[src/source/hold_slice.sv]
// one-entry valid/ready register slice with a type-parameter payload
`timescale 1ns/1ns

module hold_slice #(
	parameter type payload_t = logic [31:0]
) (
	input  logic     clock,
	input  logic     rstn,

	input  logic     in_valid_i,
	output logic     in_ready_o,
	input  payload_t in_data_i,

	output logic     out_valid_o,
	input  logic     out_ready_i,
	output payload_t out_data_o
);

	logic     full_q;
	payload_t data_q;
	logic     in_hs;

	// free slot, or the held item leaves this cycle
	assign in_ready_o = !full_q || out_ready_i;
	assign in_hs      = in_valid_i && in_ready_o;

	assign out_valid_o = full_q;
	assign out_data_o  = data_q;

	always_ff @(posedge clock) begin
		if (!rstn) begin
			full_q <= 1'b0;
		end else if (in_hs) begin
			full_q <= 1'b1;       // refill, possibly in the same cycle as a drain
		end else if (out_ready_i) begin
			full_q <= 1'b0;
		end
	end

	always_ff @(posedge clock) begin
		if (in_hs) begin
			data_q <= in_data_i;
		end
	end

	// a stalled output must not change under the consumer
	a_out_stable: assert property (@(posedge clock) disable iff (!rstn)
		out_valid_o && !out_ready_i |=> $stable(out_data_o));

endmodule

[config.mk]
export PLATFORM = sky130hd
export DESIGN_NAME = hold_slice
export DESIGN_NICKNAME = d
export VERILOG_FILES = /design/src/source/hold_slice.sv
export SDC_FILE = /design/constraint.sdc
export NUM_CORES = 1
export LEC_CHECK = 0
export ABC_CLOCK_PERIOD_IN_PS = 2800
export CORE_MARGIN = 2
export CORE_UTILIZATION = 48
export DETAILED_ROUTE_END_ITERATION = 6
export DONT_BUFFER_PORTS = 1
export GPL_ROUTABILITY_DRIVEN = 0
export PLACE_DENSITY = 0.7
export SYNTH_ARGS = -nofsm -noshare
export SYNTH_HDL_FRONTEND = slang
export SYNTH_SLANG_ARGS = --single-unit
[constraint.sdc]
create_clock -name clock -period 2.8 [get_ports clock]
set_input_delay 0.7 -clock clock [delete_from_list [all_inputs] [get_ports clock]]
set_output_delay 0.7 -clock clock [all_outputs]
set_load 0.05 [all_outputs]
==> results.json <==
{
  "worstSetupPathDepth": 1,
  "share_of_total_power_in_the_clock_network_pct": 23.8,
  "synth.lib_cells_used.distinct": 6,
  "reg2regPathDepth": 2,
  "netlist.top_cell.by_area": "sky130_fd_sc_hd__edfxtp_1",
  "dp_worst_setup_slack_ps": 1090,
  "net_count_synth": 73,
  "die_w_um": 50.1,
  "cts.path.max_buffers": 2,
  "finalHoldWorstSlack_ps": 472,
  "postRouteWirelength_um": 1450,
  "clkLatencyLatePin_ps": 320,
  "total_die_area_mm2": 0.00251,
  "power_switching_share_pct": 27.2,
  "post_drt_via_cell_ratio": 5.41,
  "tritoncts.num_buffers": 5,
  "worstSetupEndpointType": "output pin",
  "synthesis.instances": 37,
  "final.setup.worst_slack_ps": 866,
  "placement.io_buffers": 0,
  "setup-violations-final": 0,
  "grt_start_max_net_pins": 33,
  "critical-path-slowest-cell": "sky130_fd_sc_hd__dfxtp_1",
  "fillerInstances": 150,
  "setup.worst_path.class": "reg -> out",
  "syn2layout_area_growth_pct": 7.74,
  "status": "completed",
  "ys.warnings.count": 0,
  "wl_per_cell_um": 20.4,
  "rsz0062_at_grt": "no",
  "critical_path_arrival_ps": 1230,
  "timing_hold_violations_final": 0,
  "post_synth_main_area_contributors": "sky130_fd_sc_hd__edfxtp_1 94%, sky130_fd_sc_hd__dfxtp_1 2.0%, sky130_fd_sc_hd__nand2b_4 1.4%",
  "worst-endpoint-required_ps": 2100,
  "layout_min_cycle_time_ps": 1930,
  "worstHoldStart": "in_data_i[17]",
  "final.setup_skew_ps": 4.57,
  "setup-tns-final_ps": 0,
  "final_common_cell": "sky130_fd_sc_hd__edfxtp_1",
  "fmax_mhz": 517,
  "critical_path_buf_inv_count": 0,
  "fp.coreArea_mm2": 0.00198,
  "switching_power_summed_over_all_nets_mw": 0.251,
  "final.period_utilization_pct": 69.1,
  "cts.reportedPaths.clkPinSlew_ps": 80,
  "route.antenna.remaining_nets": 0,
  "reg2reg_from": "out_valid_o",
  "worst_setup_path_start_kind": "flip-flop",
  "drt_iter0_drc": 2,
  "detail_route.drc_violations": 0,
  "global_route.usage.total_pct": 12.6,
  "cts_setup_buffers": 0,
  "ctsRootBufferMaster": "sky130_fd_sc_hd__clkbuf_4",
  "setup.worst_path.end": "in_ready_o",
  "grt_antenna_before_repair": 0,
  "final_cell_mix": "32 x sky130_fd_sc_hd__edfxtp_1, 5 x sky130_fd_sc_hd__clkbuf_4",
  "die_height_um": 50.1,
  "critPathMaxStageDelay_ps": 680,
  "drt_first_pass_iters": 3,
  "worstMarginPinSlew_ps": 565,
  "grt_first_pass_wirelength_um": 2060,
  "critical_path.cell_chain": "nand2b_4",
  "grt_pass1_vias": 404,
  "critical_path.max_fanout": 3,
  "n_antenna_cell": 0,
  "synthDominantCellAreaShare_pct": 94.3,
  "cts.hold.buffers_added": 0,
  "post_route_cells_drive_above_1_share_pct": 18.2,
  "holdCritPathClass": "in -> reg",
  "critical_path.reg2reg.endpoint": "out_data_o[13]",
  "floorplan.rows": 16,
  "power_frac_comb_pct": 1.9,
  "cts-htree-levels": 2,
  "power.ir.vdd_worst_uv": 425,
  "finalMaxSlewViolations": 0,
  "syn-cell-area_mm2": 0.00102,
  "io-pin-count": 70,
  "crit_family": "flip-flops",
  "grt_remaining_overflow": 0,
  "timing.max_slew.rel_slack_pct": 62.3,
  "power_density_mw_per_mm2": 842,
  "synth.ff_latch_count": 33,
  "leakage_nw": 0.364,
  "internal-power_mw": 0.673,
  "timing.max_cap.violations": 0,
  "route.vias.total": 384,
  "pwr-share-seq_pct": 74.3,
  "initial_cell_density_of_the_core_pct": 51.4,
  "cts_resized": 0,
  "crit_start": "out_valid_o",
  "detailedPlacementHpwl_um": 1110,
  "clock-sinks": 33,
  "tritoncts": "yes",
  "finalNetCount": 80,
  "setup.reg_to_reg.worst_slack_ps": 1240,
  "postSynthAreaPerCell_um2": 27.5,
  "synth_sequential_area_ratio_pct": 96.3
}
-- logic make-up after synthesis --
family | after synthesis | synth area share [%]
DFF | 33 | 96.3
AOI/OAI and AO/OA | 1 | 1.11
and+or+nand+nor | 2 | 2.21
buffers and inverters | 1 | 0.368
-- power groups by stage --
| stage | Sequential [mW] | Combinational, mW | Clock [mW] |
|---|---|---|---|
| detailed placement | 0.698 | 0.0175 | 0 |
| finish | 0.686 | 0.0173 | 0.220 |
| floorplan | 0.694 | 0.0150 | 0 |
| global placement | 0.698 | 0.0166 | 0 |
| CTS | 0.687 | 0.0174 | 0.230 |
| global route | 0.689 | 0.0185 | 0.257 |
-- routing by layer --
layer	up-vias	part of all wire, %	track usage, %
met3	6	15	9.39
met4	0	2.8	8.33
met2	48	47	18.2
met5	-	0	0
met1	173	35	12.6
li1	157	-	-
-- per-stage QoR --
step	cells	power, mW	area [um^2]	utilization, %
floorplan	37	0.709	1020	-
global placement	64	0.715	1050	53.1
detailed placement	64	0.716	1050	53.1
CTS	71	0.934	1100	55.4
global route	71	0.965	1100	55.4
finish	71	0.924	1100	55.4
-- flip-flops by register name, indices dropped and copies added (netlist names) --
register and count:
out_valid_o 1, out_data_o 32
-- area by class of cell --
| type | count | area (um^2) | area share (%) |
|---|---|---|---|
| sequential | 33 | 981 | 89.4 |
| clock buffer | 6 | 41.3 | 3.76 |
| multi-input combinational | 3 | 33.8 | 3.08 |
| tap | 27 | 33.8 | 3.08 |
| clock inverter | 1 | 3.75 | 0.342 |
| inverter | 1 | 3.75 | 0.342 |
-- worst reg2reg max path, delay by kind of cell (launching register included) --
kind,cells,cell delay (ps)
simple gates,2,710
flops,1,500
-- cell usage after synthesis --
| cell type | instances |
|---|---|
| sky130_fd_sc_hd__and2_4 | 1 |
| sky130_fd_sc_hd__nand2b_4 | 1 |
| sky130_fd_sc_hd__dfxtp_1 | 1 |
| sky130_fd_sc_hd__inv_1 | 1 |
| sky130_fd_sc_hd__a21boi_2 | 1 |
| sky130_fd_sc_hd__edfxtp_1 | 32 |
-- worst min-delay path by stage --
stage | slack, ps | end | cells after the start
after floorplan | 800 | out_data_o[0] | 0
after global placement | 800 | out_data_o[6] | 0
after detailed placement | 800 | out_data_o[10] | 0
after CTS | 460 | out_data_o[15] | 0
after global routing | 440 | out_data_o[17] | 0
final | 470 | out_data_o[17] | 0
No activity file was read; power rests on OpenSTA's default activity.
