==> src/source/lsu_defines.svh <==
// width and depth macros for the load/store unit and its data memory
`ifndef LSU_DEFINES_SVH
`define LSU_DEFINES_SVH

// data word width in bits
`define LSU_DATA_LEN 32

// byte address width in bits
`define LSU_ADDR_LEN 32

// one strobe bit per data byte
`define LSU_STRB_LEN (`LSU_DATA_LEN / 8)

// register file index width
`define LSU_RD_LEN 5

// memory size in words, bytes at or past 4x this answer SLVERR
`define LSU_MEM_WORDS 256

`endif

==> src/source/lsu_pkg.sv <==
// load, store and response encodings plus the request and writeback payload structs
`include "lsu_defines.svh"

package lsu_pkg;

	// funct3 style load kinds, zero means no load
	typedef enum logic [2:0] {
		LOAD_NONE,
		LB,
		LH,
		LW,
		LBU,
		LHU
	} load_type_e;

	typedef enum logic [1:0] {
		STORE_NONE,
		SB,
		SH,
		SW
	} store_type_e;

	// only the two answers the memory gives
	typedef enum logic [1:0] {
		OKAY   = 2'b00,
		SLVERR = 2'b10
	} axi_resp_e;

	typedef struct packed {
		load_type_e               load;
		store_type_e              store;
		logic [`LSU_ADDR_LEN-1:0] addr;   // alu result
		logic [`LSU_DATA_LEN-1:0] wdata;
		logic [`LSU_RD_LEN-1:0]   rd;
	} lsu_req_t;

	typedef struct packed {
		logic [`LSU_RD_LEN-1:0]   rd;
		logic [`LSU_DATA_LEN-1:0] data;
		logic                     err;    // bus error on this access
		logic                     mem;    // was a load or store
	} wb_result_t;

endpackage

==> src/source/load_align.sv <==
// byte shift of a read word and sign or zero extension by load type
`timescale 1ns/1ns
`include "lsu_defines.svh"

module load_align (
	input  logic [`LSU_DATA_LEN-1:0] word_i,
	input  logic [1:0]               offs_i,
	input  lsu_pkg::load_type_e      load_i,
	output logic [`LSU_DATA_LEN-1:0] data_o
);

	logic [`LSU_DATA_LEN-1:0] shifted;

	// addressed byte lands in bits 7:0
	assign shifted = word_i >> {offs_i, 3'b000};

	always_comb begin
		case (load_i)
			lsu_pkg::LB: begin
				data_o = {{24{shifted[7]}}, shifted[7:0]};
			end
			lsu_pkg::LH: begin
				data_o = {{16{shifted[15]}}, shifted[15:0]};
			end
			lsu_pkg::LBU: begin
				data_o = {24'b0, shifted[7:0]};
			end
			lsu_pkg::LHU: begin
				data_o = {16'b0, shifted[15:0]};
			end
			default: begin
				data_o = shifted;      // lw, offset is zero here
			end
		endcase
	end

endmodule

==> config.mk <==
export PLATFORM = sky130hd
export DESIGN_NAME = load_align
export DESIGN_NICKNAME = d
export VERILOG_FILES = /design/src/source/lsu_pkg.sv /design/src/source/load_align.sv
export VERILOG_INCLUDE_DIRS = /design/src /design/src/source
export SDC_FILE = /design/constraint.sdc
export NUM_CORES = 1
export LEC_CHECK = 0
export BUFFER_PORTS_ARGS = -buffer_cell sky130_fd_sc_hd__buf_2
export CORE_ASPECT_RATIO = 0.7
export CORE_MARGIN = 1
export CORE_UTILIZATION = 35
export DETAILED_ROUTE_END_ITERATION = 7
export PLACE_DENSITY_LB_ADDON = 0.25
export SLEW_MARGIN = 0
export SYNTH_ARGS = -nofsm -noshare
export SYNTH_HDL_FRONTEND = slang
export SYNTH_SLANG_ARGS = --single-unit
==> constraint.sdc <==
create_clock -name vclk -period 1.4
set_input_delay 0.21 -clock vclk [all_inputs]
set_output_delay 0.21 -clock vclk [all_outputs]
set_load 0.005 [all_outputs]
==> results.py, run 1 <==
metrics = {
    "run_status": {
        "status": "complete, but fails checks",
        "violations": "DRC, setup timing",
    },
    "place": {
        "dp_slack_ps": -343,
        "io_buffer_count": 69,
        "dpl.hpwl_mm": 2.20,
        "place_area_sq_um": 1230,
        "gp_congestion": 0.784,
    },
    "hold_path": {
        "min_path_type": "input pin to output port",
        "min_from": "word_i[26]",
    },
    "cells_and_area": {
        "mostFrequentLayoutCells": "67 x buf_2, 21 x buf_4, 15 x a21oi_1",
        "seq_area_sq_um": 0,
        "final_cell_area_sq_um": 1370,
        "num-clock-buffers": 0,
        "final_nets": 230,
        "area_growth_pct": 86.1,
        "layout_commonest_cell": "buf_2",
        "multi_input_area_sq_um": 757,
        "design.seq.count": 0,
        "antennaDiodeCount": 0,
        "drive_above_1_share_pct": 59.7,
        "nFillCells": 159,
    },
    "floorplanning": {
        "fp-row-count": 13,
        "initial_core_util_pct": 38.3,
        "dieArea_sq_um": 2290,
        "die_h_um": 40.4,
        "core_area_sq_um": 1920,
        "io_pins": 69,
        "die_x_um": 56.8,
    },
    "power_and_ir_drop": {
        "vdd.ir_drop.worst_mv": 0.159,
        "power_mw": 0.483,
        "powerDensity_nw_per_um2": 353,
        "power.leakage_nw": 0.761,
    },
    "flow_run": {
        "drv_cap": 0,
    },
    "synthesis": {
        "synth_cell_types": 26,
        "netlist_area_sq_um": 736,
        "syn_nets": 140,
        "postSynthCellCount": 103,
        "syn_area_per_cell_sq_um": 7.14,
        "yosysSeqAreaShare_pct": 0,
        "yosysWarnings": 0,
    },
    "detailed_routing": {
        "drc": 8,
        "drt-total-wl_mm": 2.92,
        "drt_first_iter_violations": 41,
        "wl_per_cell_um": 13.7,
        "drt_first_pass_iters": 6,
        "num_vias": 1158,
        "via_per_inst": 5.44,
        "ant_nets": 0,
    },
    "worst_setup_path": {
        "startpoint": "offs_i[1]",
        "crit_type": "input pin to output port",
        "crit_arrival_ps": 1420,
        "startpoint_type": "input pin",
        "critPathCaptureType": "output port",
        "critPathMaxFanout": 8,
        "worst_ep_required_time_ps": 1190,
    },
    "grt": {
        "grt_pass1_vias": 926,
        "grt_max_degree": 23,
        "grt.total_usage_pct": 23.4,
        "grt_pass1_wl_mm": 4.20,
        "grt_overflow": 0,
        "grt_antenna_before_repair": 0,
    },
    "sta": {
        "fmax_mhz": 614,
        "rsz0062_at_grt": "true",
        "finalHoldViolCount": 0,
        "setup_violations": 24,
        "period_share_pct": 116,
        "worstMarginPinSlew_ps": 320,
        "fin_ws_ps": -230,
        "min_period_ps": 1630,
        "slew-limit-headroom_pct": 78.6,
        "drv_slew": 0,
    },
    "clock_network": {
        "ctsHoldBuffers": 0,
    },
}
## per-stage QoR
step                hold slack, ps  setup TNS, ps  utilization, %  cells
finish                         719          -3850            71.3    213
global route                   728          -5290            71.3    213
CTS                            719          -4270            69.4    213
detailed placement             717          -6590            64.3    208
global placement               709          -5780            64.3    208
floorplan                      518           -442               -    103
## critical path, stage by stage
cell       delay, ps
buf_8            110
mux2_4           320
o2bb2ai_4        150
o31a_4           340
a21o_1           170
buf_2            120
## path summary, 6_finish.rpt
path	to	cells after the start
worst max-delay path	data_o[24]	6
worst min-delay path	data_o[26]	3
## synthesized netlist by cell type, drive strengths merged
library cell | number | share of area [%]
inv | 1 | 0.51
nor4b | 1 | 2.0
o21a | 1 | 1.0
nor2b | 8 | 6.8
a21oi | 15 | 10
a21o | 9 | 9.2
nor3b | 2 | 2.0
nand3b | 2 | 2.0
clkbuf | 1 | 0.51
mux2 | 1 | 2.0
nand2 | 1 | 0.51
a211oi | 7 | 7.1
mux2i | 16 | 23
o21ai | 17 | 12
nor2 | 10 | 5.4
or3 | 1 | 0.85
xnor2 | 1 | 1.2
o2bb2ai | 1 | 3.7
o31ai | 1 | 2.9
buf | 6 | 4.4
o31a | 1 | 2.4
## what timing repair did
item | 4_1_cts | 5_1_grt
setup buffers | 5 | 0
gates resized for setup | 15 | 9
setup endpoints to repair | 29 | 26
gates cloned | 0 | 0
pin swaps | 2 | 3
## layout make-up
cell class                      count  area share, %
Timing Repair Buffer               95           42.4
Multi-Input combinational cell     95           55.3
Inverter                            1          0.274
Tap cell                           22           2.01
## where the power goes
group | switching, mW | leakage, nW | internal (mW)
Sequential | 0 | 0 | 0
Combinational | 0.226 | 0.761 | 0.256
Clock | 0 | 0 | 0
## cell families (layout without fill, tap and decap cells)
group | Yosys count | in the layout | synth area share [%]
AOI/OAI and AO/OA | 52 | 52 | 48.1
and+or+nand+nor | 25 | 25 | 19.7
muxes | 17 | 17 | 25.5
buffers and inverters | 8 | 96 | 5.44
xor gates and xnor gates | 1 | 1 | 1.19
## layer usage
metal	routed length (um)	global-route usage (%)	up-vias
li1	-	-	572
met1	1270	28.5	540
met2	1500	49.7	46
met3	150	0.645	0
met4	0	1.83	0
met5	0	0	-
Note: power is estimated with default switching activity, not from simulation.
==> run 2: changes to the inputs <==
--- a/config.mk
+++ b/config.mk
@@ -7,7 +7,7 @@
 export NUM_CORES = 1
 export LEC_CHECK = 0
 export BUFFER_PORTS_ARGS = -buffer_cell sky130_fd_sc_hd__buf_2
-export CORE_ASPECT_RATIO = 0.7
+export CORE_ASPECT_RATIO = 0.9
 export CORE_MARGIN = 1
 export CORE_UTILIZATION = 35
 export DETAILED_ROUTE_END_ITERATION = 7
==> constraint.sdc (replaced) <==
create_clock -name vclk -period 1.4
set_input_delay 0.21 -clock vclk [all_inputs]
set_output_delay 0.21 -clock vclk [all_outputs]
set_load 0.01 [all_outputs]
==> results.py, run 2 (synthesized netlist as in run 1, its figures left out) <==
metrics = {
    "cells_and_area": {
        "antennaDiodeCount": 0,
        "final_cell_area_sq_um": 1510,
        "seq_area_sq_um": 0,
        "mostFrequentLayoutCells": "68 x buf_2, 27 x buf_4, 14 x a21oi_1",
        "drive_above_1_share_pct": 64.7,
        "area_growth_pct": 106,
        "design.seq.count": 0,
        "multi_input_area_sq_um": 787,
        "nFillCells": 155,
        "layout_commonest_cell": "buf_2",
        "final_nets": 240,
        "num-clock-buffers": 0,
    },
    "detailed_routing": {
        "drt_first_pass_iters": 4,
        "num_vias": 1193,
        "ant_nets": 0,
        "via_per_inst": 5.28,
        "drt-total-wl_mm": 3.02,
        "drc": 0,
        "drt_first_iter_violations": 19,
        "wl_per_cell_um": 13.4,
    },
    "sta": {
        "rsz0062_at_grt": "true",
        "timing.hold.ws_ps": 730,
        "drv_slew": 0,
        "fin_ws_ps": -264,
        "fmax_mhz": 601,
        "min_period_ps": 1660,
        "finalHoldViolCount": 0,
        "slew-limit-headroom_pct": 74.0,
        "worstMarginPinSlew_ps": 389,
        "setup_violations": 24,
        "period_share_pct": 119,
        "fin_tns_setup_ps": -4800,
    },
    "floorplanning": {
        "fp-row-count": 15,
        "initial_core_util_pct": 37.7,
        "dieArea_sq_um": 2290,
        "die_h_um": 45.5,
        "io_pins": 69,
        "core_area_sq_um": 1950,
        "die_x_um": 50.3,
    },
    "place": {
        "gp_congestion": 0.774,
        "dp_slack_ps": -376,
        "io_buffer_count": 69,
        "dpl.hpwl_mm": 2.22,
        "place_area_sq_um": 1300,
    },
    "power_and_ir_drop": {
        "intPower_mw": 0.294,
        "clkPwrFrac_pct": 0,
        "power.leakage_nw": 0.850,
        "combPwrFrac_pct": 100.0,
        "netSwitchingFraction_pct": 48.3,
        "p_switching_mw": 0.275,
        "vdd.ir_drop.worst_mv": 0.251,
        "power_mw": 0.570,
        "powerDensity_nw_per_um2": 377,
        "sequentialPowerShare_pct": 0,
    },
    "worst_setup_path": {
        "critPathMaxFanout": 4,
        "crit_arrival_ps": 1450,
        "startpoint_type": "input pin",
        "worst_ep_required_time_ps": 1190,
        "critPathCaptureType": "output port",
        "crit_type": "input pin to output port",
    },
    "grt": {
        "grt_antenna_before_repair": 0,
        "grt_overflow": 0,
        "grt_pass1_wl_mm": 4.06,
        "grt_pass1_vias": 971,
        "grt_max_degree": 27,
        "grt.total_usage_pct": 22.3,
    },
    "run_status": {
        "status": "complete, but fails checks",
        "violations": "setup timing",
    },
    "flow_run": {
        "drv_cap": 0,
    },
    "hold_path": {
        "min_path_type": "input pin to output port",
        "hold_depth": 3,
    },
}
## run 2: stage by stage
| stage | util [%] | instances |
|---|---|---|
| after floorplan | - | 103 |
| after global routing | 77.5 | 226 |
| after detailed placement | 66.7 | 215 |
| final | 77.5 | 226 |
| after global placement | 66.7 | 215 |
| after CTS | 69.1 | 219 |
## run 2: what timing repair did
| item | CTS | global route |
|---|---|---|
| buffers inserted | 4 | 6 |
| endpoints found under the hold margin | 0 | 0 |
| hold buffers | 0 | 0 |
| gates resized for setup | 5 | 27 |
| cloned | 0 | 1 |
| endpoints found under the setup margin | 27 | 27 |
| pin swaps | 3 | 4 |
## run 2: worst paths after layout
path | startpoint | endpoint | slack [ps]
worst max-delay path | offs_i[1] | data_o[22] | -260
worst min-delay path | word_i[27] | data_o[27] | 730
## run 2: power groups by stage
stage | registers, mW | clock network (mW) | logic (mW)
5_1_grt | 0 | 0 | 0.613
4_1_cts | 0 | 0 | 0.505
2_1_floorplan | 0 | 0 | 0.254
3_5_place_dp | 0 | 0 | 0.488
6_report | 0 | 0 | 0.570
3_3_place_gp | 0 | 0 | 0.477
## run 2: layer usage
| layer | vias up | part of all wire [%] | wire [um] | GRT usage (%) |
|---|---|---|---|---|
| met3 | 2 | 5.4 | 162 | 1.00 |
| met4 | 0 | 0.40 | 12 | 1.11 |
| met5 | - | 0 | 0 | 0 |
| met1 | 558 | 40 | 1200 | 26.4 |
| met2 | 43 | 54 | 1640 | 46.4 |
| li1 | 590 | - | - | - |
## run 2: layout make-up
class	instances	share of cell area [%]
multi-input combinational	95	52.0
timing repair buffer	105	45.7
tap	25	2.07
inverter	1	0.248
## run 2: worst max-delay path: stages
cell	delay (ps)
buf_8	110
mux2_4	310
o2bb2ai_4	150
o31ai_4	330
buf_6	170
o21ai_2	50
buf_2	130
==> run 3: changes to the inputs <==
--- a/config.mk
+++ b/config.mk
@@ -6,10 +6,11 @@
 export SDC_FILE = /design/constraint.sdc
 export NUM_CORES = 1
 export LEC_CHECK = 0
+export ABC_AREA = 1
 export BUFFER_PORTS_ARGS = -buffer_cell sky130_fd_sc_hd__buf_2
 export CORE_ASPECT_RATIO = 0.9
 export CORE_MARGIN = 1
-export CORE_UTILIZATION = 35
+export CORE_UTILIZATION = 40
 export DETAILED_ROUTE_END_ITERATION = 7
 export PLACE_DENSITY_LB_ADDON = 0.25
 export SLEW_MARGIN = 0
==> results.py, run 3 <==
metrics = {
    "power_and_ir_drop": {
        "netSwitchingFraction_pct": 54.8,
        "sequentialPowerShare_pct": 0,
        "combPwrFrac_pct": 100.0,
        "powerDensity_nw_per_um2": 367,
        "clkPwrFrac_pct": 0,
        "vdd.ir_drop.worst_mv": 0.234,
        "power.leakage_nw": 0.969,
        "p_switching_mw": 0.307,
        "intPower_mw": 0.253,
    },
    "synthesis": {
        "synth_cell_types": 23,
        "netlist_area_sq_um": 1040,
        "synth_area_leader_cell": "nand2_1",
        "synth-compound-area-share_pct": 19.8,
        "synth_top_family_by_area": "simple AND/OR/NAND/NOR gates",
        "yosysWarnings": 0,
        "syn_area_per_cell_sq_um": 5.48,
        "synthSimpleGateAreaFrac_pct": 59.4,
        "synth.area.top_cells": "nand2_1 24%, nand3_2 14%, o21ai_0 9.7%",
        "yosysSeqAreaShare_pct": 0,
        "postSynthCellCount": 189,
        "synthTopCellsByCount": "65 x nand2_1, 20 x o21ai_0, 16 x inv_1, 16 x nor2_1",
        "synthXorXnorAreaFrac_pct": 0,
        "syn_nets": 226,
        "synthMuxAreaShare_pct": 0,
        "synth_adder_area_share_pct": 0,
        "synth_top_cell_area_share_pct": 23.6,
        "yosysMostFrequentCell": "nand2_1",
    },
    "hold_path": {
        "hold_depth": 4,
        "min_from": "word_i[3]",
        "hold_path_end": "data_o[3]",
        "min_path_type": "input pin to output port",
    },
    "cells_and_area": {
        "final_nets": 298,
        "layout_commonest_cell": "buf_2",
        "post-route-util_pct": 62.3,
        "seq_area_sq_um": 0,
        "area_growth_pct": 47.1,
        "num-clock-buffers": 0,
        "antennaDiodeCount": 0,
        "mostFrequentLayoutCells": "67 x buf_2, 58 x nand2_1, 16 x nor2_1",
        "drive_above_1_share_pct": 45.6,
        "design.seq.count": 0,
    },
    "floorplanning": {
        "io_pins": 69,
        "die_h_um": 50.3,
        "die_x_um": 55.6,
        "dieArea_sq_um": 2800,
        "initial_core_util_pct": 42.4,
        "fp-row-count": 17,
        "core_area_sq_um": 2450,
    },
    "worst_setup_path": {
        "cp_cell_sequence": "buf_8 -> nand3b_1 -> nand3_2 -> nand3_2 -> buf_6 -> nand2_2 -> nand2_1 -> buf_2",
        "critPathCaptureType": "output port",
        "crit_buf_inv": 3,
        "crit_type": "input pin to output port",
        "crit_arrival_ps": 1180,
        "crit_top_cell": "nand3_2",
        "worst_ep_required_time_ps": 1190,
        "cpMaxStageDelayCell": "nand3b_1",
        "slowest_delay_ps": 230,
        "crit_family": "simple AND/OR/NAND/NOR gates",
        "startpoint_type": "input pin",
        "critPathMaxFanout": 7,
    },
    "grt": {
        "grt_busiest_layer": "met2",
        "grt_antenna_before_repair": 0,
        "gr-usage-met3_pct": 0.773,
        "grt.total_usage_pct": 20.3,
        "grtUsageMet2_pct": 32.1,
        "grt_overflow": 0,
        "grt_pass1_wl_mm": 4.84,
        "grt.met1_usage_pct": 31.0,
        "grt_max_degree": 35,
        "grt_pass1_vias": 1112,
    },
    "detailed_routing": {
        "drt-total-wl_mm": 3.02,
        "ant_nets": 0,
        "num_vias": 1376,
        "wl_per_cell_um": 10.5,
        "drt_first_iter_violations": 86,
        "drt_first_pass_iters": 4,
        "drc": 0,
        "via_per_inst": 4.79,
    },
    "sta": {
        "setup_violations": 0,
        "slew-limit-headroom_pct": 79.4,
        "worstMarginPinSlew_ps": 305,
        "rsz0062_at_grt": "true",
        "period_share_pct": 99.0,
        "drv_slew": 0,
        "fin_ws_ps": 14.0,
        "fmax_mhz": 721,
        "finalHoldViolCount": 0,
        "min_period_ps": 1390,
    },
    "place": {
        "dpl.hpwl_mm": 2.35,
        "io_buffer_count": 69,
        "gp_congestion": 0.823,
        "dp_slack_ps": -14.4,
    },
    "run_status": {
        "status": "completed",
    },
    "flow_run": {
        "drv_cap": 0,
    },
}
==> run 3: cell types whose count changed after synthesis, sizes merged, moves of 2 or more <==
cell | previous run | this run
inv | 1 | 18
nand2 | 1 | 68
nand3 | 0 | 30
nor2b | 8 | 0
nor3b | 2 | 0
a21o | 9 | 0
a21oi | 15 | 7
a22oi | 0 | 7
nor3 | 0 | 3
mux2i | 16 | 0
a211oi | 7 | 0
o21ai | 17 | 22
buf | 6 | 15
nor2 | 10 | 16
==> run 3: worst max-delay path by stage <==
stage | startpoint | end | cells past startpoint
final | load_i[2] | data_o[13] | 8
after global routing | load_i[2] | data_o[13] | 8
after CTS | offs_i[0] | data_o[19] | 8
after detailed placement | offs_i[0] | data_o[22] | 7
after global placement | offs_i[0] | data_o[22] | 7
after floorplan | offs_i[0] | data_o[0] | 6
==> run 3: kinds of logic after synthesis <==
kind of cell / after synthesis
simple gates: 119
buf+inv: 34
compound gates: 36
==> run 3: cell type report <==
type,count,area (sq um)
Tap cell,28,35.0
Inverter,18,82.6
Fill cell,249,922
Multi-Input combinational cell,155,851
Timing Repair Buffer,86,556
==> run 3: power by group through the flow <==
stage / registers, mW / logic (mW) / clock network (mW)
finish: 0 / 0.559 / 0
global route: 0 / 0.620 / 0
CTS: 0 / 0.516 / 0
detailed placement: 0 / 0.513 / 0
global placement: 0 / 0.511 / 0
floorplan: 0 / 0.321 / 0
==> run 3: timing repair <==
item | CTS | global route
cloned | 0 | 1
hold buffers | 0 | 0
endpoints found under the setup margin | 3 | 25
pin swaps | 0 | 2
resized for setup | 2 | 30
setup buffers | 0 | 3
==> run 3: through the flow <==
| stage | TNS (ps) | cells | area (sq um) | hold WS, ps | power (mW) |
|---|---|---|---|---|---|
| floorplan | 0 | 189 | 1040 | 571 | 0.321 |
| global placement | -40.8 | 283 | 1410 | 771 | 0.511 |
| detailed placement | -21.7 | 283 | 1410 | 773 | 0.513 |
| CTS | 0 | 283 | 1410 | 774 | 0.516 |
| global route | -892 | 287 | 1520 | 801 | 0.620 |
| finish | 0 | 287 | 1520 | 774 | 0.559 |
==> run 3: metal layers <==
layer	vias to the layer above	part of all wire, %
li1	757	-
met1	560	50
met2	57	43
met3	2	5.8
met4	0	0.60
met5	-	0
