[src/source/lsu_defines.svh]
// width and depth macros for the load/store unit and its data memory
`ifndef LSU_DEFINES_SVH
`define LSU_DEFINES_SVH

// data word width in bits
`define LSU_DATA_LEN 32

// byte address width in bits
`define LSU_ADDR_LEN 32

// one strobe bit per data byte
`define LSU_STRB_LEN (`LSU_DATA_LEN / 8)

// register file index width
`define LSU_RD_LEN 5

// memory size in words, bytes at or past 4x this answer SLVERR
`define LSU_MEM_WORDS 256

`endif

[src/source/lsu_pkg.sv]
// load, store and response encodings plus the request and writeback payload structs
`include "lsu_defines.svh"

package lsu_pkg;

	// funct3 style load kinds, zero means no load
	typedef enum logic [2:0] {
		LOAD_NONE,
		LB,
		LH,
		LW,
		LBU,
		LHU
	} load_type_e;

	typedef enum logic [1:0] {
		STORE_NONE,
		SB,
		SH,
		SW
	} store_type_e;

	// only the two answers the memory gives
	typedef enum logic [1:0] {
		OKAY   = 2'b00,
		SLVERR = 2'b10
	} axi_resp_e;

	typedef struct packed {
		load_type_e               load;
		store_type_e              store;
		logic [`LSU_ADDR_LEN-1:0] addr;   // alu result
		logic [`LSU_DATA_LEN-1:0] wdata;
		logic [`LSU_RD_LEN-1:0]   rd;
	} lsu_req_t;

	typedef struct packed {
		logic [`LSU_RD_LEN-1:0]   rd;
		logic [`LSU_DATA_LEN-1:0] data;
		logic                     err;    // bus error on this access
		logic                     mem;    // was a load or store
	} wb_result_t;

endpackage

[src/source/lsu_axi_master.sv]
// load/store FSM, store strobe and data shift, AXI4-Lite master channels
`timescale 1ns/1ns
`include "lsu_defines.svh"

module lsu_axi_master (
	input  logic                     clock,
	input  logic                     rstn,

	input  logic                     req_valid_i,
	output logic                     req_ready_o,
	input  lsu_pkg::lsu_req_t        req_i,

	output logic [`LSU_ADDR_LEN-1:0] awaddr_o,
	output logic                     awvalid_o,
	input  logic                     awready_i,

	output logic [`LSU_DATA_LEN-1:0] wdata_o,
	output logic [`LSU_STRB_LEN-1:0] wstrb_o,
	output logic                     wvalid_o,
	input  logic                     wready_i,

	input  lsu_pkg::axi_resp_e       bresp_i,
	input  logic                     bvalid_i,
	output logic                     bready_o,

	output logic [`LSU_ADDR_LEN-1:0] araddr_o,
	output logic                     arvalid_o,
	input  logic                     arready_i,

	input  logic [`LSU_DATA_LEN-1:0] rdata_i,
	input  lsu_pkg::axi_resp_e       rresp_i,
	input  logic                     rvalid_i,
	output logic                     rready_o,

	output logic [`LSU_DATA_LEN-1:0] rword_o,
	output logic [1:0]               roffs_o,
	output lsu_pkg::load_type_e      rload_o,
	input  logic [`LSU_DATA_LEN-1:0] aligned_i,

	output logic                     res_valid_o,
	input  logic                     res_ready_i,
	output lsu_pkg::wb_result_t      res_o
);

	typedef enum logic [1:0] {IDLE, ADDR, RESP, DONE} state_e;

	state_e                   state_q;
	state_e                   state_d;
	lsu_pkg::lsu_req_t        req_q;
	logic                     is_load;
	logic                     is_store;
	logic                     req_hs;
	logic                     aw_hs;
	logic                     w_hs;
	logic                     b_hs;
	logic                     r_hs;
	logic                     aw_done_q;
	logic                     w_done_q;
	logic [`LSU_STRB_LEN-1:0] strb_base;
	logic [`LSU_DATA_LEN-1:0] res_data_q;
	logic                     res_err_q;

	assign is_load  = (req_q.load != lsu_pkg::LOAD_NONE);
	assign is_store = (req_q.store != lsu_pkg::STORE_NONE);

	assign req_hs = req_valid_i && req_ready_o;
	assign aw_hs  = awvalid_o && awready_i;
	assign w_hs   = wvalid_o && wready_i;
	assign b_hs   = bvalid_i && bready_o;
	assign r_hs   = rvalid_i && rready_o;

	assign req_ready_o = (state_q == IDLE);
	assign awvalid_o   = (state_q == ADDR) && is_store && !aw_done_q;
	assign wvalid_o    = (state_q == ADDR) && is_store && !w_done_q;
	assign bready_o    = (state_q == RESP) && is_store;
	assign arvalid_o   = (state_q == ADDR) && is_load;
	assign rready_o    = (state_q == RESP) && is_load;
	assign res_valid_o = (state_q == DONE);

	assign awaddr_o = req_q.addr;
	assign araddr_o = req_q.addr;

	// byte lanes before the offset shift
	always_comb begin
		case (req_q.store)
			lsu_pkg::SB: strb_base = 4'b0001;
			lsu_pkg::SH: strb_base = 4'b0011;
			lsu_pkg::SW: strb_base = 4'b1111;
			default:     strb_base = 4'b0000;
		endcase
	end

	assign wstrb_o = strb_base << req_q.addr[1:0];
	assign wdata_o = req_q.wdata << {req_q.addr[1:0], 3'b000};

	// read word goes out to the aligner, comes back in aligned_i
	assign rword_o = rdata_i;
	assign roffs_o = req_q.addr[1:0];
	assign rload_o = req_q.load;

	always_comb begin
		state_d = state_q;
		case (state_q)
			IDLE: begin
				if (req_hs) begin
					if (req_i.load != lsu_pkg::LOAD_NONE || req_i.store != lsu_pkg::STORE_NONE) begin
						state_d = ADDR;
					end else begin
						state_d = DONE;   // alu result only
					end
				end
			end
			ADDR: begin
				if (is_load) begin
					if (arvalid_o && arready_i) begin
						state_d = RESP;
					end
				end else if ((aw_done_q || aw_hs) && (w_done_q || w_hs)) begin
					state_d = RESP;       // aw and w may finish on different cycles
				end
			end
			RESP: begin
				if (r_hs || b_hs) begin
					state_d = DONE;
				end
			end
			DONE: begin
				if (res_ready_i) begin
					state_d = IDLE;
				end
			end
			default: state_d = IDLE;
		endcase
	end

	always_ff @(posedge clock) begin
		if (!rstn) begin
			state_q   <= IDLE;
			aw_done_q <= 1'b0;
			w_done_q  <= 1'b0;
		end else begin
			state_q <= state_d;
			if (state_q == ADDR && state_d == ADDR) begin
				aw_done_q <= aw_done_q || aw_hs;
				w_done_q  <= w_done_q || w_hs;
			end else begin
				aw_done_q <= 1'b0;
				w_done_q  <= 1'b0;
			end
		end
	end

	always_ff @(posedge clock) begin
		if (req_hs) begin
			req_q      <= req_i;
			res_data_q <= req_i.addr;   // kept unless a bus reply overwrites it
			res_err_q  <= 1'b0;
		end else if (r_hs) begin
			res_data_q <= aligned_i;
			res_err_q  <= (rresp_i != lsu_pkg::OKAY);
		end else if (b_hs) begin
			res_data_q <= '0;
			res_err_q  <= (bresp_i != lsu_pkg::OKAY);
		end
	end

	assign res_o = '{rd: req_q.rd, data: res_data_q, err: res_err_q, mem: is_load || is_store};

	// halfwords on even addresses, words on multiples of four
	a_natural_align: assert property (@(posedge clock) disable iff (!rstn)
		req_hs |-> !((req_i.load inside {lsu_pkg::LH, lsu_pkg::LHU} || req_i.store == lsu_pkg::SH)
			&& req_i.addr[0]) && !((req_i.load == lsu_pkg::LW || req_i.store == lsu_pkg::SW)
			&& req_i.addr[1:0] != 2'b00));

	a_load_xor_store: assert property (@(posedge clock) disable iff (!rstn)
		req_hs |-> !(req_i.load != lsu_pkg::LOAD_NONE && req_i.store != lsu_pkg::STORE_NONE));

endmodule

[config.mk]
export PLATFORM = sky130hd
export DESIGN_NAME = lsu_axi_master
export DESIGN_NICKNAME = d
export VERILOG_FILES = /design/src/source/lsu_pkg.sv /design/src/source/lsu_axi_master.sv
export VERILOG_INCLUDE_DIRS = /design/src /design/src/source
export SDC_FILE = /design/constraint.sdc
export NUM_CORES = 1
export LEC_CHECK = 0
export BUFFER_PORTS_ARGS = -buffer_cell sky130_fd_sc_hd__buf_4
export CORE_AREA = 2 2 129 131
export CTS_CLUSTER_DIAMETER = 40
export CTS_CLUSTER_SIZE = 20
export DETAILED_ROUTE_END_ITERATION = 8
export DIE_AREA = 0 0 131 133
export SLEW_MARGIN = 20
export SYNTH_ARGS = -nofsm -noshare
export SYNTH_HDL_FRONTEND = slang
export SYNTH_SLANG_ARGS = --single-unit
[constraint.sdc]
create_clock -name clock -period 4.7 [get_ports clock]
set_clock_uncertainty 0.1 [all_clocks]
set_input_delay 0.94 -clock clock [delete_from_list [all_inputs] [get_ports clock]]
set_output_delay 0.94 -clock clock [all_outputs]
set_load 0.05 [all_outputs]
==> results.tsv, run 1 <==
stage	metric	value	unit
die	Die Area	17400	sq um
sta	Final setup violation count	0	
synth	Mapped Cells	399	
critical_path	worst setup path end	wdata_o[21]	
run_status	outcome	completed	
route	via count	3632	
critical_path	critical path type	register to output port	
placement	post-detail-place hpwl	10000	um
route	Final ANT Viol Nets	0	
final_layout	most common cell after layout, fill and taps aside	buf_4	
critical_path	Setup crit start kind	register	
die	core area	16200	sq um
synth	largest cells by area after synthesis	edfxtp_1, buf_4, a22o_1, mux2i_1, dfxtp_1	
clock_tree	CTS buffer count	9	
clock_tree	Clock Root Buffer	clkbuf_16	
route	Final Routed Wirelength	13300	um
route	TritonRoute pass-1 iters	5	
critical_path	delay of the slowest critical-path stage	680	ps
synth	Synth Area in Compound Gates	0.104	
critical_path	Worst path most repeated cell	buf_4	
critical_path	reg2reg start	rload_o[1]	
critical_path	Worst Setup SP	araddr_o[0]	
sta	worst slew pin tran	750	ps
clock_tree	hold buffers post-CTS	0	
synth	post-synthesis simple-gate area fraction	0.0702	
critical_path	CP Max Fanout	43	
synth	adder-cell share of the synthesized area	0	
power_and_ir_drop	clock network fraction of design power	0.256	
clock_tree	Longest Clk Path Bufs	2	
sta	final setup TNS	0	ps
synth	synth warn	0	
sta	max_slew headroom	0.499	
power_and_ir_drop	Switching Fraction	0.351	
route	DRT iter0 DRCs	159	
sta	Hold Slack	482	ps
synth	Cell Area, Synth	5290	sq um
clock_tree	Worst-Skew Late Latency	340	ps
clock_tree	Post-CTS Setup Inserts	0	
grt	pin count of the biggest net entering global routing	55	
power_and_ir_drop	combinational power share	0.304	
clock_tree	Sink Count	111	
clock_tree	CTS tree	done	
power_and_ir_drop	VDD IR max	0.000198	V
clock_tree	clk slew on worst S/H paths	70	ps
synth	Synth Register Bits	111	
critical_path	cells along the critical path	buf_4, nor2b_1, nand2_1, o21ai_0, buf_4	
synth	Syn Nets	550	
die	Initial Utilization	0.327	
grt	first-pass GRT wire length	19300	um
critical_path	CP endpoint kind	output port	
sta	final worst-path cycle share	0.691	
power_and_ir_drop	Flop pwr share	0.439	
final_layout	nets@finish	712	
placement	count of input and output buffers	269	
clock_tree	CTS resizes	0	
sta	min cycle time layout	3250	ps
power_and_ir_drop	Psw	987	uW
power_and_ir_drop	internal power	1.82	mW
grt	vias in the first global route	3593	
flow_run	number of max-cap violations	0	
die	IO Pins	334	
worst_hold_path	min-delay worst type	register to register	
die	FP Rows	47	
synth	sequential area share after synthesis	0.620	
route	Via density	4.62	
synth	Synth Area in XOR/XNOR	0	
critical_path	reg2reg end	res_data_q[16]	
synth	mux share of post-synthesis cell area	0.0321	
route	DRC	0	
grt	initial antenna violation count	0	
sta	RSZ-0062 raised after global routing	false	
critical_path	r2r setup slk	2730	ps
synth	largest family of logic cells by synthesized area	buffers and inverters	
final_layout	layout cell share with drive strength beyond 1	0.528	
synth	Mapped Avg Cell Area	13.3	sq um
final_layout	# diodes	0	
synth	top cell type's share of synthesized area	0.601	
final_layout	Syn-to-layout area delta	32.3	%
route	routed length per instance	16.9	um
clock_tree	H-tree Lvls	3	
power_and_ir_drop	Static Leakage	2.96	nW
grt	GRT Residual Overflow	0	
grt	gr usage total	0.147	
power_and_ir_drop	power per cell area	401	nW/um^2
critical_path	Req. time, crit path	3660	ps
placement	gpl congestion	0.820	
sta	max-slew violations	0	
sta	fmax	308	MHz
worst_hold_path	worst hold path cell count	2	
synth	Cell variety after synth	33	
sta	endpoints failing hold	0	
die	Die Wd	131	um
critical_path	r2r worst-path depth	4	
critical_path	CP max stage cell	nor2b_1	
synth	post-synth top area cell	edfxtp_1	
critical_path	data arrival time of the worst path	2210	ps
final_layout	commonest cells after routing, fill and taps aside	buf_4, edfxtp_1, a22o_1	
final_layout	Fillers	1511	
die	Die Y	133	um
## area by class of cell
class | instances | area [sq um] | share of cell area
clock buffers | 9 | 225 | 0.0322
well taps | 220 | 275 | 0.0393
clock inverters | 7 | 56.3 | 0.00804
flip-flops and latches | 111 | 3280 | 0.469
repair buffers | 275 | 2060 | 0.295
inverters | 1 | 3.75 | 0.000536
multi-input cells | 163 | 1100 | 0.156
## routing by layer
layer / share of wire / vias to the layer above / track usage
li1: - / 1680 / -
met1: 0.39 / 1742 / 0.172
met2: 0.50 / 189 / 0.247
met3: 0.098 / 21 / 0.0497
met4: 0.019 / 0 / 0.0591
met5: 0 / - / 0
## kinds of logic after synthesis
family	after synthesis
buffers and inverters	125
AOI/OAI and AO/OA	72
and+or+nand+nor	74
muxes	17
DFF	111
## power groups by stage
stage	Combinational (mW)	Clock (mW)	Sequential, mW
2_1_floorplan	0.584	0	1.36
3_3_place_gp	0.855	0	1.25
3_5_place_dp	0.861	0	1.26
4_1_cts	0.862	0.747	1.24
5_1_grt	0.893	0.784	1.24
6_report	0.855	0.720	1.23
## flip-flops by register name, indices dropped and copies added (netlist names)
name / count
araddr_o: 32
aw_done_q: 1
req_q: 34
res_data_q: 32
res_err_q: 1
res_o: 5
rload_o: 3
state_q: 2
w_done_q: 1
## synth_stat cells, drive strengths merged
library cell / n
or3: 1
nor2b: 11
a22o: 32
nor3: 8
buf: 119
and3: 1
nor2: 19
nand2b: 1
dfxtp: 5
o21ai: 9
o311ai: 1
a21oi: 13
a31oi: 3
nand2: 16
o221ai: 1
nand3b: 1
a211oi: 11
and2b: 2
nand3: 3
o22ai: 1
edfxtp: 106
or2: 2
inv: 1
clkbuf: 5
and2: 9
mux2i: 17
o311a: 1
## worst max-delay path, delay by kind of cell (launching register included)
| family | cells | cell delay [ps] |
|---|---|---|
| AOI/OAI and AO/OA | 1 | 120 |
| buffers and inverters | 2 | 620 |
| DFF | 1 | 330 |
| and+or+nand+nor | 2 | 790 |
## worst min-delay path by stage
stage,startpoint,end,slack [ps]
finish,res_err_q,res_err_q,480
floorplan,state_q[0],state_q[0],430
CTS,res_err_q,res_err_q,490
detailed placement,res_err_q,res_err_q,480
global placement,res_err_q,res_err_q,460
global route,res_err_q,res_err_q,530
## through the flow
stage | instances | area (sq um) | setup WS (ps) | power, mW | utilization
global placement | 770 | 6720 | 1960 | 2.11 | 0.416
CTS | 786 | 7000 | 1470 | 2.84 | 0.433
global route | 786 | 7000 | 1290 | 2.92 | 0.433
floorplan | 399 | 5290 | 903 | 1.94 | -
detailed placement | 770 | 6720 | 1860 | 2.12 | 0.416
finish | 786 | 7000 | 1450 | 2.81 | 0.433
Power figures use the tool's default switching activity.
==> inputs of run 2 (changes only) <==
- CORE_AREA: 2 2 129 131 -> 2 2 131 133
- DIE_AREA: 0 0 131 133 -> 0 0 133 135
- PLACE_DENSITY: not set -> 0.66
- clock period: 4.7 -> 2.9 ns (I/O delays scaled with it)
==> run 2 against run 1 <==
  * Core utilization shrank 0.57 points
  * Critical path depth shrank 1
  * Global-route usage grew 0.49 points
  * Clock power grew 56%
  * Die area grew 3.1%
  * Sequential power grew 63%
  * Design area grew 0.13%
  * Flip-flop and latch count is the same
  * Non-clock buffer count grew 2
  * Power grew 61%
  * Hold slack lost 180 ps
  * Critical path type unchanged
  * Count of clock-buffer cells in the layout is the same
==> results.tsv, run 2 (synthesized netlist as in run 1, its figures left out) <==
stage	metric	value	unit	change
critical_path	cells along the critical path	buf_4, nor2_1, and2_1, buf_4		
clock_tree	CTS buffer count	9		unchanged
placement	count of input and output buffers	269		unchanged
flow_run	number of max-cap violations	0		unchanged
power_and_ir_drop	VDD IR max	0.000284	V	+43%
clock_tree	CTS resizes	0		unchanged
route	TritonRoute pass-1 iters	4		-1
die	FP Rows	47		unchanged
final_layout	most common cell after layout, fill and taps aside	buf_4		
route	routed length per instance	18.0	um	+6.3%
sta	min cycle time layout	2460	ps	
die	Die Y	135	um	+1.5%
placement	post-detail-place hpwl	10900	um	+9.3%
critical_path	WP buf/inv	2		unchanged
sta	max-slew violations	0		unchanged
die	Die Area	18000	sq um	+3.1%
grt	initial antenna violation count	0		unchanged
final_layout	Biggest register	req_q		
final_layout	nets@finish	714		+0.28%
placement	gpl congestion	0.833		+1.5%
clock_tree	H-tree Lvls	3		unchanged
run_status	outcome	completed		
sta	Final setup violation count	0		unchanged
critical_path	CP Max Fanout	34		-21%
sta	final worst-path cycle share	0.849		
clock_tree	Longest Clk Path Bufs	2		unchanged
critical_path	critical path type	register to output port		
route	via count	3609		-0.63%
sta	max_slew headroom	0.472		-0.0268
critical_path	Setup crit start kind	register		
sta	final setup TNS	0	ps	unchanged
clock_tree	CTS tree	done		
sta	endpoints failing hold	0		unchanged
sta	setup ws final	438	ps	-1020 ps
worst_hold_path	min-delay worst type	primary input to register		
power_and_ir_drop	Static Leakage	2.97	nW	+0.32%
die	core area	16400	sq um	+1.5%
grt	gr usage total	0.152		+0.00495
grt	pin count of the biggest net entering global routing	56		+1.8%
final_layout	Fillers	1558		+3.1%
clock_tree	clk slew on worst S/H paths	70	ps	about the same
final_layout	layout cell share with drive strength beyond 1	0.529		+0.000832
route	DRT iter0 DRCs	152		-4.4%
power_and_ir_drop	power per cell area	645	nW/um^2	+61%
critical_path	CP max stage cell	edfxtp_1		
sta	worst slew pin tran	792	ps	+41.7 ps
critical_path	Req. time, crit path	2220	ps	-1440 ps
route	Final ANT Viol Nets	0		unchanged
route	Final Routed Wirelength	14200	um	+6.4%
grt	first-pass GRT wire length	20700	um	+7.7%
clock_tree	Post-CTS Setup Inserts	0		unchanged
die	IO Pins	334		unchanged
sta	fmax	406	MHz	
critical_path	data arrival time of the worst path	1780	ps	-430 ps
clock_tree	Clock Root Buffer	clkbuf_16		
final_layout	max reg flops	34		unchanged
final_layout	commonest cells after routing, fill and taps aside	buf_4, edfxtp_1, a22o_1		
critical_path	delay of the slowest critical-path stage	410	ps	-270 ps
route	Via density	4.59		-0.76%
grt	vias in the first global route	3636		+1.2%
critical_path	Worst path most repeated cell	buf_4		
die	Die Wd	133	um	+1.5%
grt	GRT Residual Overflow	0		unchanged
die	Initial Utilization	0.323		-0.00469
critical_path	r2r setup slk	860	ps	-1870 ps
final_layout	# diodes	0		unchanged
clock_tree	Sink Count	111		unchanged
clock_tree	hold buffers post-CTS	0		unchanged
critical_path	CP endpoint kind	output port		
placement	pre-CTS WS	746	ps	-1120 ps
clock_tree	Worst-Skew Late Latency	350	ps	about the same
final_layout	Syn-to-layout area delta	32.5	%	
sta	RSZ-0062 raised after global routing	false		
critical_path	cell family with most CP delay	simple AND/OR/NAND/NOR gates		
route	DRC	0		unchanged
==> run 2: routing by layer <==
| layer | GRT usage | wire (um) |
|---|---|---|
| met4 | 0.0603 | 284 |
| met3 | 0.0409 | 1140 |
| met2 | 0.267 | 7170 |
| met1 | 0.178 | 5570 |
| met5 | 0 | 0 |
==> run 2: final timing paths <==
| check | start | end | cells past startpoint |
|---|---|---|---|
| setup / recovery | araddr_o[1] | wdata_o[4] | 4 |
| hold / removal | req_i[14] | req_q[14] | 1 |
| setup reg to reg | rload_o[1] | res_data_q[22] | 3 |
| hold reg to reg | res_err_q | res_err_q | 2 |
==> run 2: worst register-to-register path: cells and delay by family, from the launching register on <==
kind             cells  cell delay (ps)
flip-flops           1              420
AO/OA/AOI/OAI        1              330
AND/OR/NAND/NOR      2              930
==> run 2: power by group <==
part | switching (mW) | leakage, nW | internal, mW
registers | 0.0692 | 1.07 | 1.93
logic | 0.966 | 1.78 | 0.435
clock network | 0.543 | 0.133 | 0.577
==> run 2: final cells by class <==
cell class / count / area (sq um) / area share
clock buffer: 9 / 225 / 0.0321
clock inverter: 6 / 36.3 / 0.00517
inverter: 1 / 3.75 / 0.000535
multi-input combinational: 163 / 1100 / 0.156
sequential: 111 / 3280 / 0.468
tap: 220 / 275 / 0.0393
timing repair buffer: 277 / 2090 / 0.298
==> run 2: stage by stage <==
stage	area (sq um)	utilization	cells	hold WS [ps]	total power, mW
after floorplan	5300	-	399	431	3.15
after global placement	6750	0.412	772	461	3.43
final	7010	0.427	787	307	4.52
after CTS	7010	0.427	787	288	4.58
after detailed placement	6750	0.412	772	463	3.45
after global routing	7010	0.427	787	286	4.70
==> inputs of run 3 (changes only) <==
- CORE_AREA: 2 2 131 133 -> 2 2 129 131
- DIE_AREA: 0 0 133 135 -> 0 0 131 133
- PLACE_DENSITY: 0.66 -> not set
- clock period: 2.9 -> 2.3 ns (I/O delays scaled with it)
==> run 3 against run 2 <==
  * Non-clock buffer count is 6 higher
  * Clock power increased by 40%
  * Sequential share of layout area down 1.4 points
  * Die area is 3.0% lower
  * First-iteration DRC count fell by 8.6%
  * Power is 31% higher
  * Global-route usage rose by 0.21 points
  * Combinational power increased by 30%
  * Sequential power rose by 27%
  * Critical endpoint is now wdata_o[24]
  * Largest cell class unchanged
  * Largest power group unchanged
==> results.tsv, run 3 (synthesized netlist as in run 1, its figures left out) <==
stage	metric	value	unit	change
sta	worst slew pin tran	472	ps	-320 ps
placement	count of input and output buffers	269		unchanged
sta	max_slew headroom	0.685		+0.213
sta	setup ws final	71.0	ps	-367 ps
final_layout	Syn-to-layout area delta	36.5	%	
die	Die Area	17400	sq um	-3.0%
placement	gpl congestion	0.864		+3.8%
route	TritonRoute pass-1 iters	4		unchanged
sta	final worst-path cycle share	0.969		
clock_tree	Worst-Skew Late Latency	340	ps	about the same
route	Via density	4.60		+0.33%
final_layout	final core occ	0.447		+0.0193
placement	pre-CTS WS	241	ps	-505 ps
flow_run	number of max-cap violations	0		unchanged
worst_hold_path	min-delay worst type	primary input to register		
clock_tree	H-tree Lvls	3		unchanged
clock_tree	Sink Count	111		unchanged
sta	Final setup violation count	0		unchanged
sta	RSZ-0062 raised after global routing	true		
die	Die Y	133	um	-1.5%
clock_tree	CTS tree	done		
final_layout	Non-Filler Instances	794		+0.89%
die	Initial Utilization	0.327		+0.00469
sta	min cycle time layout	2230	ps	
grt	pin count of the biggest net entering global routing	55		-1.8%
die	IO Pins	334		unchanged
critical_path	data arrival time of the worst path	1670	ps	-110 ps
grt	initial antenna violation count	0		unchanged
grt	first-pass GRT wire length	20300	um	-2.2%
die	Die Wd	131	um	-1.5%
critical_path	Req. time, crit path	1740	ps	-480 ps
final_layout	# diodes	0		unchanged
route	Final Routed Wirelength	14200	um	+0.13%
clock_tree	Clock Root Buffer	clkbuf_16		
clock_tree	CTS buffer count	9		unchanged
run_status	outcome	completed		
route	Final ANT Viol Nets	0		unchanged
die	FP Rows	47		unchanged
critical_path	r2r worst-path depth	4		+1
sta	endpoints failing hold	0		unchanged
sta	fmax	449	MHz	
critical_path	critical path type	register to output port		
final_layout	Fillers	1503		-3.5%
final_layout	commonest cells after routing, fill and taps aside	buf_4, edfxtp_1, a22o_1		
route	DRC	0		unchanged
worst_hold_path	worst hold path cell count	1		unchanged
placement	placed cells	775		+0.39%
power_and_ir_drop	VDD IR max	0.000333	V	+17%
route	DRT iter0 DRCs	139		-8.6%
final_layout	max reg flops	34		unchanged
clock_tree	Longest Clk Path Bufs	2		unchanged
power_and_ir_drop	power per cell area	819	nW/um^2	+27%
route	via count	3653		+1.2%
sta	max-slew violations	0		unchanged
critical_path	CP endpoint kind	output port		
critical_path	Setup crit start kind	register		
final_layout	layout cell share with drive strength beyond 1	0.556		+0.0266
final_layout	most common cell after layout, fill and taps aside	buf_4		
route	routed length per instance	17.8	um	-0.76%
clock_tree	clk slew on worst S/H paths	80	ps	about the same
grt	GRT Residual Overflow	0		unchanged
critical_path	CP Max Fanout	18		-47%
clock_tree	hold buffers post-CTS	0		unchanged
grt	vias in the first global route	3677		+1.1%
die	core area	16200	sq um	-1.4%
grt	gr usage total	0.154		+0.00213
placement	post-detail-place hpwl	10700	um	-2.4%
final_layout	nets@finish	720		+0.84%
power_and_ir_drop	Static Leakage	3.04	nW	+2.3%
final_layout	Biggest register	req_q		
run 3: changes by cell type in the layout (fill, tap and decap cells not counted), moves of 3 or more:
cell / delta
o21ai_1: +7
clkinv_4: +3
clkinv_2: -3
buf_12: +4
a21oi_1: -5
o21ai_0: -7
a21oi_2: +5
run 3: through the flow:
step / total power, mW / cell area [sq um] / hold slack (ps) / setup TNS, ps
floorplan: 4.00 / 5370 / 437 / -9810
global placement: 4.37 / 6870 / 457 / 0
detailed placement: 4.39 / 6870 / 464 / 0
CTS: 5.98 / 7180 / 161 / 0
global route: 6.14 / 7220 / 165 / -77.0
finish: 5.92 / 7220 / 182 / 0
run 3: final timing paths:
kind,startpoint,to,slack (ps)
max,araddr_o[1],wdata_o[24],70
min,req_i[6],req_q[6],180
max reg2reg,rload_o[1],res_data_q[4],300
min reg2reg,res_err_q,res_err_q,470
run 3: final cells by class:
class / count / area (sq um) / area share
tap: 220 / 275 / 0.0381
clock inverter: 6 / 71.3 / 0.00987
sequential: 111 / 3280 / 0.454
inverter: 1 / 3.75 / 0.000520
clock buffer: 10 / 229 / 0.0317
timing repair buffer: 283 / 2210 / 0.306
multi-input combinational: 163 / 1150 / 0.160
run 3: repair_timing:
action | in CTS | in global routing
endpoints found under the setup margin | 12 | 19
buffers inserted | 0 | 2
gates resized for setup | 4 | 1
cloned | 0 | 1
run 3: critical path, stage by stage (launching register included):
cell	delay (ps)
edfxtp_1	390
buf_12	170
buf_6	170
mux2i_2	280
a21oi_1	100
buf_4	200
run 3: where the power goes:
part           internal (mW)  total, mW  switching, mW
Clock                  0.851       1.57          0.719
Combinational          0.586       1.82           1.23
Sequential              2.44       2.53         0.0908
Total                   3.88       5.92           2.04
run 3: per-layer routing:
metal,track usage,part of all wire,vias up,wire length [um]
li1,-,-,1693,-
met1,0.184,0.39,1773,5540
met2,0.268,0.52,153,7400
met3,0.0271,0.062,34,872
met4,0.0709,0.025,0,361
met5,0,0,-,0
